File: src/source/iotdf_pkg.sv
package iotdf_pkg;

	// --------------------------------------------------
	// Widths
	// --------------------------------------------------
	localparam int FN_WIDTH       = 3;
	localparam int BYTE_WIDTH     = 8;
	localparam int BLOCK_BYTES    = 16;
	localparam int BYTE_IDX_WIDTH = 4;
	localparam int WORD_WIDTH     = 128;
	localparam int CRC_WIDTH      = 3;

	// Function codes on fn_sel
	// Codes 1 and 2 are accepted but produce no result
	localparam logic [FN_WIDTH-1:0] FN_ENC = 3'd1;
	localparam logic [FN_WIDTH-1:0] FN_DEC = 3'd2;
	localparam logic [FN_WIDTH-1:0] FN_CRC = 3'd3;
	localparam logic [FN_WIDTH-1:0] FN_B2G = 3'd4;
	localparam logic [FN_WIDTH-1:0] FN_G2B = 3'd5;

	// --------------------------------------------------
	// Result word, full Gray word or padded CRC remainder
	// --------------------------------------------------
	typedef union packed {
		logic [WORD_WIDTH-1:0] raw;
		struct packed {
			logic [WORD_WIDTH-CRC_WIDTH-1:0] crc_pad;
			logic [CRC_WIDTH-1:0]            crc_rem;
		} crc_view;
	} result_word_u;

endpackage

File: src/source/byte_capture.sv
`timescale 1ns/1ps

module byte_capture import iotdf_pkg::*; (
	input  logic                      clk,
	input  logic                      rst,
	input  logic                      in_en,
	input  logic [BYTE_WIDTH-1:0]     iot_in,
	input  logic [FN_WIDTH-1:0]       fn_sel,
	output logic                      busy,
	output logic                      cap_strobe,
	output logic [BYTE_WIDTH-1:0]     cap_byte,
	output logic                      cap_first,
	output logic                      cap_last,
	output logic [FN_WIDTH-1:0]       cap_fn,
	output logic [BYTE_IDX_WIDTH-1:0] cap_idx
);

	logic [BYTE_IDX_WIDTH-1:0] byte_cnt;
	logic                      at_first;
	logic                      at_last;

	assign at_first = (byte_cnt == '0);
	assign at_last  = (byte_cnt == BYTE_IDX_WIDTH'(BLOCK_BYTES - 1));

	// Busy only covers reset since the pipeline never stalls
	always_ff @(posedge clk or posedge rst) begin
		if (rst) begin
			busy <= 1'b1;
		end else begin
			busy <= 1'b0;
		end
	end

	// --------------------------------------------------
	// Byte counter and block markers
	// --------------------------------------------------
	always_ff @(posedge clk or posedge rst) begin
		if (rst) begin
			byte_cnt   <= '0;
			cap_strobe <= 1'b0;
			cap_first  <= 1'b0;
			cap_last   <= 1'b0;
			cap_fn     <= '0;
			cap_idx    <= '0;
		end else begin
			cap_strobe <= in_en;
			if (in_en) begin
				// Wraps to zero after the 16th byte
				byte_cnt  <= byte_cnt + 1'b1;
				cap_first <= at_first;
				cap_last  <= at_last;
				cap_idx   <= byte_cnt;
				// Function code only taken with the first byte
				if (at_first) begin
					cap_fn <= fn_sel;
				end
			end
		end
	end

	always_ff @(posedge clk) begin
		if (in_en) begin
			cap_byte <= iot_in;
		end
	end

	// First and last markers never coincide
	a_markers: assert property (@(posedge clk) disable iff (rst)
		cap_strobe |-> !(cap_first && cap_last))
		else $error("byte_capture: first/last markers out of step");

endmodule

File: src/source/crc_stage.sv
`timescale 1ns/1ps

module crc_stage import iotdf_pkg::*; #(
	parameter logic [CRC_WIDTH-1:0] CRC_POLY = 3'b011
) (
	input  logic                  clk,
	input  logic                  rst,
	input  logic                  cap_strobe,
	input  logic [BYTE_WIDTH-1:0] cap_byte,
	input  logic                  cap_first,
	input  logic                  cap_last,
	input  logic [FN_WIDTH-1:0]   cap_fn,
	output logic                  crc_done,
	output logic [CRC_WIDTH-1:0]  crc_rem
);

	logic                 crc_take;
	logic [CRC_WIDTH-1:0] rem_start;
	logic [CRC_WIDTH-1:0] rem_next;

	// Long division, one data bit per step, MSB first
	function automatic logic [CRC_WIDTH-1:0] crc_fold(
		input logic [CRC_WIDTH-1:0]  rem_in,
		input logic [BYTE_WIDTH-1:0] data,
		input logic                  close
	);
		logic [CRC_WIDTH-1:0] rem;
		logic                 top;
		rem = rem_in;
		for (int i = BYTE_WIDTH - 1; i >= 0; i--) begin
			top = rem[CRC_WIDTH-1];
			rem = {rem[CRC_WIDTH-2:0], data[i]} ^ ({CRC_WIDTH{top}} & CRC_POLY);
		end
		// Append x^3 worth of zeros after the final byte
		if (close) begin
			for (int j = 0; j < CRC_WIDTH; j++) begin
				top = rem[CRC_WIDTH-1];
				rem = {rem[CRC_WIDTH-2:0], 1'b0} ^ ({CRC_WIDTH{top}} & CRC_POLY);
			end
		end
		return rem;
	endfunction

	assign crc_take  = cap_strobe && (cap_fn == FN_CRC);
	assign rem_start = cap_first ? '0 : crc_rem;
	assign rem_next  = crc_fold(rem_start, cap_byte, cap_last);

	always_ff @(posedge clk or posedge rst) begin
		if (rst) begin
			crc_done <= 1'b0;
		end else begin
			crc_done <= crc_take && cap_last;
		end
	end

	// Running remainder doubles as the held result
	always_ff @(posedge clk) begin
		if (crc_take) begin
			crc_rem <= rem_next;
		end
	end

	// Closing bytes come a whole block apart
	a_done_single: assert property (@(posedge clk) disable iff (rst)
		crc_done |=> !crc_done)
		else $error("crc_stage: crc_done high on two cycles in a row");

endmodule

File: src/source/gray_stage.sv
`timescale 1ns/1ps

module gray_stage import iotdf_pkg::*; (
	input  logic                  clk,
	input  logic                  rst,
	input  logic                  cap_strobe,
	input  logic [BYTE_WIDTH-1:0] cap_byte,
	input  logic                  cap_first,
	input  logic                  cap_last,
	input  logic [FN_WIDTH-1:0]   cap_fn,
	output logic                  gray_strobe,
	output logic [BYTE_WIDTH-1:0] gray_byte,
	output logic                  gray_last
);

	logic                  is_b2g;
	logic                  is_g2b;
	logic                  take;
	logic                  carry;
	logic                  carry_in;
	logic [BYTE_WIDTH-1:0] conv;

	assign is_b2g   = (cap_fn == FN_B2G);
	assign is_g2b   = (cap_fn == FN_G2B);
	assign take     = cap_strobe && (is_b2g || is_g2b);
	assign carry_in = cap_first ? 1'b0 : carry;

	// --------------------------------------------------
	// Byte conversion, carry stands in for bit i+1 of the byte above
	// --------------------------------------------------
	always_comb begin
		conv = '0;
		if (is_b2g) begin
			conv = cap_byte ^ {carry_in, cap_byte[BYTE_WIDTH-1:1]};
		end else begin
			conv[BYTE_WIDTH-1] = cap_byte[BYTE_WIDTH-1] ^ carry_in;
			for (int i = BYTE_WIDTH - 2; i >= 0; i--) begin
				conv[i] = cap_byte[i] ^ conv[i+1];
			end
		end
	end

	always_ff @(posedge clk or posedge rst) begin
		if (rst) begin
			carry       <= 1'b0;
			gray_strobe <= 1'b0;
			gray_last   <= 1'b0;
		end else begin
			gray_strobe <= take;
			gray_last   <= take && cap_last;
			if (take) begin
				// Encode chains on input bits, decode on output bits
				carry <= is_b2g ? cap_byte[0] : conv[0];
			end
		end
	end

	always_ff @(posedge clk) begin
		if (take) begin
			gray_byte <= conv;
		end
	end

endmodule

File: src/source/iotdf.sv
`timescale 1ns/1ps

module iotdf import iotdf_pkg::*; #(
	parameter logic [CRC_WIDTH-1:0] CRC_POLY = 3'b011
) (
	input  logic                  clk,
	input  logic                  rst,
	input  logic                  in_en,
	input  logic [BYTE_WIDTH-1:0] iot_in,
	input  logic [FN_WIDTH-1:0]   fn_sel,
	output logic                  busy,
	output logic                  valid,
	output result_word_u          iot_out
);

	logic                  cap_strobe;
	logic [BYTE_WIDTH-1:0] cap_byte;
	logic                  cap_first;
	logic                  cap_last;
	logic [FN_WIDTH-1:0]   cap_fn;

	logic                  crc_done;
	logic [CRC_WIDTH-1:0]  crc_rem;

	logic                  gray_strobe;
	logic [BYTE_WIDTH-1:0] gray_byte;
	logic                  gray_last;

	// --------------------------------------------------
	// Stage 1
	// --------------------------------------------------
	byte_capture u_capture (
		.clk        (clk),
		.rst        (rst),
		.in_en      (in_en),
		.iot_in     (iot_in),
		.fn_sel     (fn_sel),
		.busy       (busy),
		.cap_strobe (cap_strobe),
		.cap_byte   (cap_byte),
		.cap_first  (cap_first),
		.cap_last   (cap_last),
		.cap_fn     (cap_fn),
		.cap_idx    ()
	);

	// --------------------------------------------------
	// Stage 2, both units see every captured byte
	// --------------------------------------------------
	crc_stage #(
		.CRC_POLY (CRC_POLY)
	) u_crc (
		.clk        (clk),
		.rst        (rst),
		.cap_strobe (cap_strobe),
		.cap_byte   (cap_byte),
		.cap_first  (cap_first),
		.cap_last   (cap_last),
		.cap_fn     (cap_fn),
		.crc_done   (crc_done),
		.crc_rem    (crc_rem)
	);

	gray_stage u_gray (
		.clk         (clk),
		.rst         (rst),
		.cap_strobe  (cap_strobe),
		.cap_byte    (cap_byte),
		.cap_first   (cap_first),
		.cap_last    (cap_last),
		.cap_fn      (cap_fn),
		.gray_strobe (gray_strobe),
		.gray_byte   (gray_byte),
		.gray_last   (gray_last)
	);

	// Stage 3
	result_assembler u_assembler (
		.clk         (clk),
		.rst         (rst),
		.crc_done    (crc_done),
		.crc_rem     (crc_rem),
		.gray_strobe (gray_strobe),
		.gray_byte   (gray_byte),
		.gray_last   (gray_last),
		.valid       (valid),
		.iot_out     (iot_out)
	);

endmodule

File: src/source/result_assembler.sv
`timescale 1ns/1ps

module result_assembler import iotdf_pkg::*; (
	input  logic                  clk,
	input  logic                  rst,
	input  logic                  crc_done,
	input  logic [CRC_WIDTH-1:0]  crc_rem,
	input  logic                  gray_strobe,
	input  logic [BYTE_WIDTH-1:0] gray_byte,
	input  logic                  gray_last,
	output logic                  valid,
	output result_word_u          iot_out
);

	logic [WORD_WIDTH-1:0] gray_shift;
	logic [WORD_WIDTH-1:0] shift_next;
	logic                  gray_close;

	// MSB byte arrives first, so it ends up at the top after 16 shifts
	assign shift_next = {gray_shift[WORD_WIDTH-BYTE_WIDTH-1:0], gray_byte};
	assign gray_close = gray_strobe && gray_last;

	always_ff @(posedge clk) begin
		if (gray_strobe) begin
			gray_shift <= shift_next;
		end
	end

	// --------------------------------------------------
	// Result word, held between valid pulses
	// --------------------------------------------------
	always_ff @(posedge clk) begin
		if (gray_close) begin
			iot_out.raw <= shift_next;
		end else if (crc_done) begin
			iot_out.crc_view.crc_pad <= '0;
			iot_out.crc_view.crc_rem <= crc_rem;
		end
	end

	always_ff @(posedge clk or posedge rst) begin
		if (rst) begin
			valid <= 1'b0;
		end else begin
			valid <= gray_close || crc_done;
		end
	end

	// Only one block closes per cycle at the input
	a_one_source: assert property (@(posedge clk) disable iff (rst)
		!(crc_done && gray_strobe))
		else $error("result_assembler: CRC and Gray results collide");

endmodule
File: config.mk
export PLATFORM = sky130hd
export DESIGN_NAME = iotdf
export DESIGN_NICKNAME = d
export VERILOG_FILES = /design/src/source/iotdf_pkg.sv /design/src/source/byte_capture.sv /design/src/source/crc_stage.sv /design/src/source/gray_stage.sv /design/src/source/iotdf.sv /design/src/source/result_assembler.sv
export SDC_FILE = /design/constraint.sdc
export NUM_CORES = 1
export LEC_CHECK = 0
export BUFFER_PORTS_ARGS = -buffer_cell sky130_fd_sc_hd__buf_2
export CAP_MARGIN = 10
export CORE_MARGIN = 2
export CORE_UTILIZATION = 61
export DETAILED_ROUTE_END_ITERATION = 6
export PLACE_DENSITY_LB_ADDON = 0.15
export SETUP_SLACK_MARGIN = 0.5
export SLEW_MARGIN = 10
export SYNTH_ARGS = -nofsm -noshare
export SYNTH_HDL_FRONTEND = slang
export SYNTH_SLANG_ARGS = --single-unit
File: constraint.sdc
create_clock -name clk -period 13 [get_ports clk]
set_clock_uncertainty 0.05 [all_clocks]
set_input_delay 2.6 -clock clk [delete_from_list [all_inputs] [get_ports clk]]
set_output_delay 2.6 -clock clk [all_outputs]
set_load 0.005 [all_outputs]
==> results of run 1 <==
Yosys cell counts (2+ instances only):
cell type  number
o21ai_0         3
inv_1           7
nand4_1         2
dfrtp_1        15
mux2_2          6
nand2b_1        2
xnor2_2         2
xnor2_1        32
edfxtp_1      267
and3_1        125
ha_1            2
nand2_1         4
xor2_1          4
clkbuf_1       29
nor2_1         10
nor2b_1         4
xnor3_1         3
mux2i_1         4
kinds of logic (layout without fill, tap and decap cells):
family | count (synthesis) | in the layout | synth area share
compound gates | 5 | 5 | 0.00310
xor+xnor | 42 | 42 | 0.0435
fa+ha+maj | 2 | 2 | 0.00248
buf+inv | 38 | 206 | 0.0143
flops | 283 | 283 | 0.834
mux | 10 | 10 | 0.0107
other cells | 1 | 1 | 0.000372
simple gates | 152 | 152 | 0.0915
power groups by stage:
stage               clock network, mW  logic, mW  registers [mW]
finish                          0.888      0.203            1.20
global route                    0.937      0.225            1.21
floorplan                           0      0.159            1.20
CTS                             0.903      0.206            1.20
global placement                    0      0.194            1.21
detailed placement                  0      0.204            1.21
through the flow:
step           instances  instance area (um2)   util  worst slack (ns)
4_1_cts              921                12100  0.738              9.19
6_report             921                12100  0.738              9.22
5_1_grt              921                12100  0.738              9.10
3_5_place_dp         869                11000  0.673              8.75
3_3_place_gp         869                11000  0.673              8.85
2_1_floorplan        533                10100      -              6.25
final cells by class:
cell class	instances	share of cell area
clock inverters	15	0.0188
flip-flops and latches	283	0.698
multi-input cells	212	0.127
inverters	7	0.00218
repair buffers	147	0.0618
clock buffers	37	0.0692
well taps	220	0.0228
flip-flops by register name (all words and copies together), names as in the netlist:
signal,flops
u_gray.gray_last,1
u_assembler.iot_out,128
u_capture.cap_first,1
u_capture.busy,1
u_assembler.gray_shift,120
u_crc.crc_done,1
u_capture.cap_strobe,1
u_crc.crc_rem,3
u_capture.byte_cnt,4
u_capture.cap_fn,3
u_capture.cap_byte,8
u_gray.carry,1
u_gray.gray_strobe,1
u_gray.gray_byte,8
u_capture.cap_last,1
u_assembler.valid,1
layer usage:
layer,vias up,part of all wire,GRT usage
met2,180,0.50,0.319
li1,2308,-,-
met4,0,0.018,0.0526
met3,29,0.076,0.0517
met1,2418,0.40,0.255
met5,-,0,0
worst max-delay path by stage:
stage,end,slack (ns),cells past startpoint
4_1_cts,busy,9.19,1
3_3_place_gp,u_capture.cap_fn[0],8.85,4
3_5_place_dp,u_capture.cap_fn[1],8.75,4
2_1_floorplan,u_assembler.iot_out[0],6.25,3
5_1_grt,u_capture.cap_fn[1],9.10,4
6_report,busy,9.22,1
==> impl_metrics.json, run 1 <==
{
  "status": "finished clean",
  "std_cell_rows": 47,
  "p_int_mw": 1.78,
  "p_leak_nw": 5.34,
  "hold_ws_ns": 0.385,
  "finalCritPeriodShare": 0.291,
  "hold_viol_final": 0,
  "synth_flop_cell": "edfxtp_1",
  "grt_max_degree": 127,
  "worst_setup_path_end_kind": "output pin",
  "cp-startpoint": "u_capture.busy",
  "power.density_nw_per_um2": 190,
  "fillers": 992,
  "drive_gt1_frac": 0.298,
  "cpPeakStageDelay_ns": 0.51,
  "rsz0062_at_grt": "no",
  "synth_top_area_cell": "edfxtp_1",
  "cts_tree": "done",
  "rr_worst_depth": 4,
  "fp.dieW_um": 133,
  "drt_wl_total_mm": 17.0,
  "die_area_um2": 17600,
  "tns_ns": 0,
  "power.share.switching": 0.222,
  "clk_latency_ns": 0.53,
  "ys_types": 30,
  "cts_setup_buffers": 0,
  "slew_headroom": 0.310,
  "area_delta_synth_final_pct": 19.6,
  "slew_violations": 0,
  "final_net_count": 695,
  "path_buf_inv": 1,
  "final_common_cell": "edfxtp_1",
  "seq_area_um2": 8420,
  "grt_pass1_wl_mm": 26.2,
  "min_path_type": "flop to flop",
  "hold_path_end": "u_assembler.gray_shift[112]",
  "cp_slowest_cell": "dfstp_2",
  "ir_worst_vdd_mv": 0.118,
  "path_class": "flop to output pin",
  "drtPass1Iterations": 4,
  "num_io_pins": 144,
  "ys_ff_latch": 283,
  "drtIter0Drc": 376,
  "cts_inserted_buffers": 28,
  "regToRegSetupSlack_ns": 9.69,
  "grt_pass1_vias": 4908,
  "via_count": 4935,
  "clock_sinks": 283,
  "mostFrequentLayoutCells": "267 x edfxtp_1, 143 x buf_2, 125 x and3_1",
  "die_h_um": 133,
  "synth.yosys.seq_area_share": 0.834,
  "worstHoldStart": "u_assembler.gray_shift[104]",
  "synthArstFlopShare": 0.0565,
  "avgRoutedWirePerCell_um": 18.4,
  "start_kind": "flop",
  "period_needed_ns": 3.78,
  "postSynthAreaPerCell_um2": 18.9,
  "worst_pin_slew_ns": 1.04,
  "core_um2": 16300,
  "synth_edf_count": 267,
  "multi_input_area_um2": 1540,
  "max_freq_mhz": 265,
  "netlist_area_um2": 10100,
  "ys_warn_count": 0,
  "rr_startpoint": "u_gray.gray_last",
  "cp_cell_sequence": "buf_2",
  "holdPathStages": 0,
  "crit_fanout": 1,
  "grt-ovfl-total": 0,
  "ant_nets": 0,
  "route.detailed.drc": 0,
  "finalSetupViolCount": 0,
  "htreeDepth": 1,
  "diodes": 0,
  "dp_hpwl_mm": 10.1,
  "antenna_found_initial": 0,
  "initial_core_util": 0.617,
  "synth_top_area_share": 0.794,
  "switching_power_mw": 0.508,
  "io_buffers": 143,
  "synth_top_cells_by_area": "edfxtp_1 79%, and3_1 7.7%, dfrtp_1 3.7%, xnor2_1 2.8%, clkbuf_1 1.1%",
  "synth_nets": 549,
  "crit_family": "flip-flops",
  "pwr-share-clk": 0.388,
  "post_cts_resized": 0,
  "maxCapViolCount": 0,
  "cts.hold.buffers_added": 0,
  "worstPathArrival_ns": 1.13,
  "clock_path_buffers": 3,
  "track_usage": 0.192,
  "worstPathRequired_ns": 10.35,
  "routed_via_density": 5.36,
  "root_buffer": "clkbuf_16",
  "pwr-share-seq": 0.523,
  "combPwrFrac": 0.089,
  "clkTransAtPathRegs_ns": 0.06,
  "gp_congestion": 0.765,
  "reg2reg_to": "u_assembler.iot_out[101]",
  "syn_inst": 533,
  "total_power_mw": 2.29
}
(Power assumes the default switching activity.)
==> run 2, diff against run 1 <==
--- a/config.mk
+++ b/config.mk
@@ -8,7 +8,7 @@
 export BUFFER_PORTS_ARGS = -buffer_cell sky130_fd_sc_hd__buf_2
 export CAP_MARGIN = 10
 export CORE_MARGIN = 2
-export CORE_UTILIZATION = 61
+export CORE_UTILIZATION = 51
 export DETAILED_ROUTE_END_ITERATION = 6
 export PLACE_DENSITY_LB_ADDON = 0.15
 export SETUP_SLACK_MARGIN = 0.5
==> constraint.sdc (replaced) <==
create_clock -name clk -period 3.15 [get_ports clk]
set_clock_uncertainty 0.05 [all_clocks]
set_input_delay 0.63 -clock clk [delete_from_list [all_inputs] [get_ports clk]]
set_output_delay 0.63 -clock clk [all_outputs]
set_load 0.005 [all_outputs]
==> run 2 against run 1 <==
Final area increased by 0.77%. Register-to-register slack got worse by 8.6 ns. Count of clock-buffer cells in the layout increased by 5. Total power increased to 4.1 times the previous value. Clock power increased to 4.0 times the previous value. Sequential share of layout area decreased by 0.51 points. Global-route usage decreased by 2.8 points. Die area increased by 19%. Via count decreased by 1.4%. Critical endpoint is now u_gray.gray_byte[0]. Highest routed layer unchanged.
==> impl_metrics.json, run 2 (synthesis gave the netlist of run 1 again) <==
{
  "final_net_count": 699,
  "area_delta_synth_final_pct": 20.5,
  "crit_end": "u_gray.gray_byte[0]",
  "path_buf_inv": 0,
  "avgRoutedWirePerCell_um": 17.4,
  "min_path_type": "input port to asynchronous set/reset pin",
  "cpPeakStageDelay_ns": 0.51,
  "routed_via_density": 5.01,
  "largest_reg_flops": 128,
  "htreeDepth": 1,
  "cts_inserted_buffers": 30,
  "rr_startpoint": "u_capture.cap_byte[6]",
  "clkTransAtPathRegs_ns": 0.06,
  "drt_wl_total_mm": 17.0,
  "route.detailed.drc": 0,
  "rsz0062_at_grt": "no",
  "tns_ns": 0,
  "reg2reg_to": "u_gray.gray_byte[0]",
  "drtPass1Iterations": 4,
  "cp_cell_sequence": "xnor2_2, xnor3_2, xnor2_2, mux2i_1, xnor2_1",
  "p_leak_nw": 5.37,
  "fp.dieW_um": 145,
  "ant_nets": 0,
  "diodes": 0,
  "grt-ovfl-total": 0,
  "cts_tree": "done",
  "cp.depth": 5,
  "io_buffers": 143,
  "worstPathArrival_ns": 2.31,
  "maxCapViolCount": 0,
  "top_register": "u_assembler.iot_out",
  "seq_area_um2": 8430,
  "gp_congestion": 0.853,
  "finalSetupViolCount": 0,
  "drive_gt1_frac": 0.297,
  "reg.largest.list": "u_assembler.iot_out (128), u_assembler.gray_shift (120)",
  "core_um2": 19500,
  "placedInstanceArea_um2": 11100,
  "num_io_pins": 144,
  "slew_violations": 0,
  "power.density_nw_per_um2": 770,
  "path_class": "flop to flop",
  "clock_path_buffers": 3,
  "die_h_um": 145,
  "regToRegSetupSlack_ns": 1.07,
  "slew_headroom": 0.321,
  "grt_pass1_vias": 4796,
  "track_usage": 0.163,
  "worst_setup_path_end_kind": "flop",
  "crit_family": "XOR/XNOR gates",
  "clock_sinks": 283,
  "hold_viol_final": 0,
  "status": "finished clean",
  "ir_worst_vdd_mv": 0.470,
  "worst_pin_slew_ns": 1.02,
  "clk_latency_ns": 0.54,
  "cp-startpoint": "u_capture.cap_byte[6]",
  "max_freq_mhz": 481,
  "total_power_mw": 9.37,
  "fillers": 1389,
  "mostFrequentLayoutCells": "267 x edfxtp_1, 143 x buf_2, 125 x and3_1",
  "drtIter0Drc": 396,
  "cts_setup_buffers": 0,
  "post-route-util": 0.625,
  "cts.hold.buffers_added": 0,
  "initial_core_util": 0.519,
  "antenna_found_initial": 0,
  "cp_common_cell": "xnor2_2",
  "dp_hpwl_mm": 10.3,
  "std_cell_rows": 51,
  "worstPathRequired_ns": 3.38,
  "via_count": 4866,
  "cp_slowest_cell": "edfxtp_1",
  "crit_fanout": 4,
  "post_cts_resized": 0,
  "multi_input_area_um2": 1550,
  "grt_max_degree": 246,
  "start_kind": "flop",
  "die_area_um2": 20900,
  "root_buffer": "clkbuf_16",
  "final_common_cell": "edfxtp_1",
  "grt_pass1_wl_mm": 26.1,
  "postLayoutCellArea_um2": 12200,
  "rr_worst_depth": 5,
  "period_needed_ns": 2.08,
  "finalCritPeriodShare": 0.660
}
run 2: cell types whose count changed in the layout (fill, tap and decap cells not counted), moves of 2 or more:
cell        before  now
clkbuf_8         8    5
bufinv_16        6    2
clkinvlp_4       2    0
buf_12           0    2
clkbuf_1         0    3
clkinv_1         3    6
clkbuf_16       29   34
run 2: final cells by class:
type / count / area share
tap: 265 / 0.0273
multi-input combinational: 212 / 0.127
clock buffer: 42 / 0.0765
inverter: 7 / 0.00216
sequential: 283 / 0.693
clock inverter: 14 / 0.00967
timing repair buffer: 149 / 0.0646
run 2: report_power, final:
part           switching (mW)  internal (mW)
logic                   0.549          0.369
registers               0.224           4.65
clock network            1.37           2.21
run 2: per-layer routing:
| layer | wire [um] | up-vias | part of all wire | GRT usage |
|---|---|---|---|---|
| li1 | - | 2316 | - | - |
| met1 | 7130 | 2395 | 0.42 | 0.219 |
| met2 | 8600 | 129 | 0.51 | 0.276 |
| met3 | 849 | 26 | 0.050 | 0.0326 |
| met4 | 378 | 0 | 0.022 | 0.0460 |
| met5 | 0 | - | 0 | 0 |
run 2: worst min-delay path by stage:
| stage | to | from | cells after the start |
|---|---|---|---|
| 2_1_floorplan | u_assembler.gray_shift[100] | u_assembler.gray_shift[92] | 0 |
| 3_3_place_gp | u_assembler.gray_shift[119] | u_assembler.gray_shift[111] | 0 |
| 3_5_place_dp | u_assembler.gray_shift[27] | u_assembler.gray_shift[19] | 0 |
| 4_1_cts | u_capture.cap_fn[0] | rst | 2 |
| 5_1_grt | u_capture.cap_fn[0] | rst | 2 |
| 6_report | u_capture.cap_fn[0] | rst | 2 |
run 2: stage by stage:
step | setup WS (ns) | cells | hold slack, ns
6_report | 1.07 | 972 | 0.104
5_1_grt | 0.986 | 972 | 0.160
4_1_cts | 1.06 | 972 | 0.124
3_5_place_dp | 0.869 | 916 | 0.378
3_3_place_gp | 0.960 | 916 | 0.372
2_1_floorplan | 0.186 | 533 | 0.369
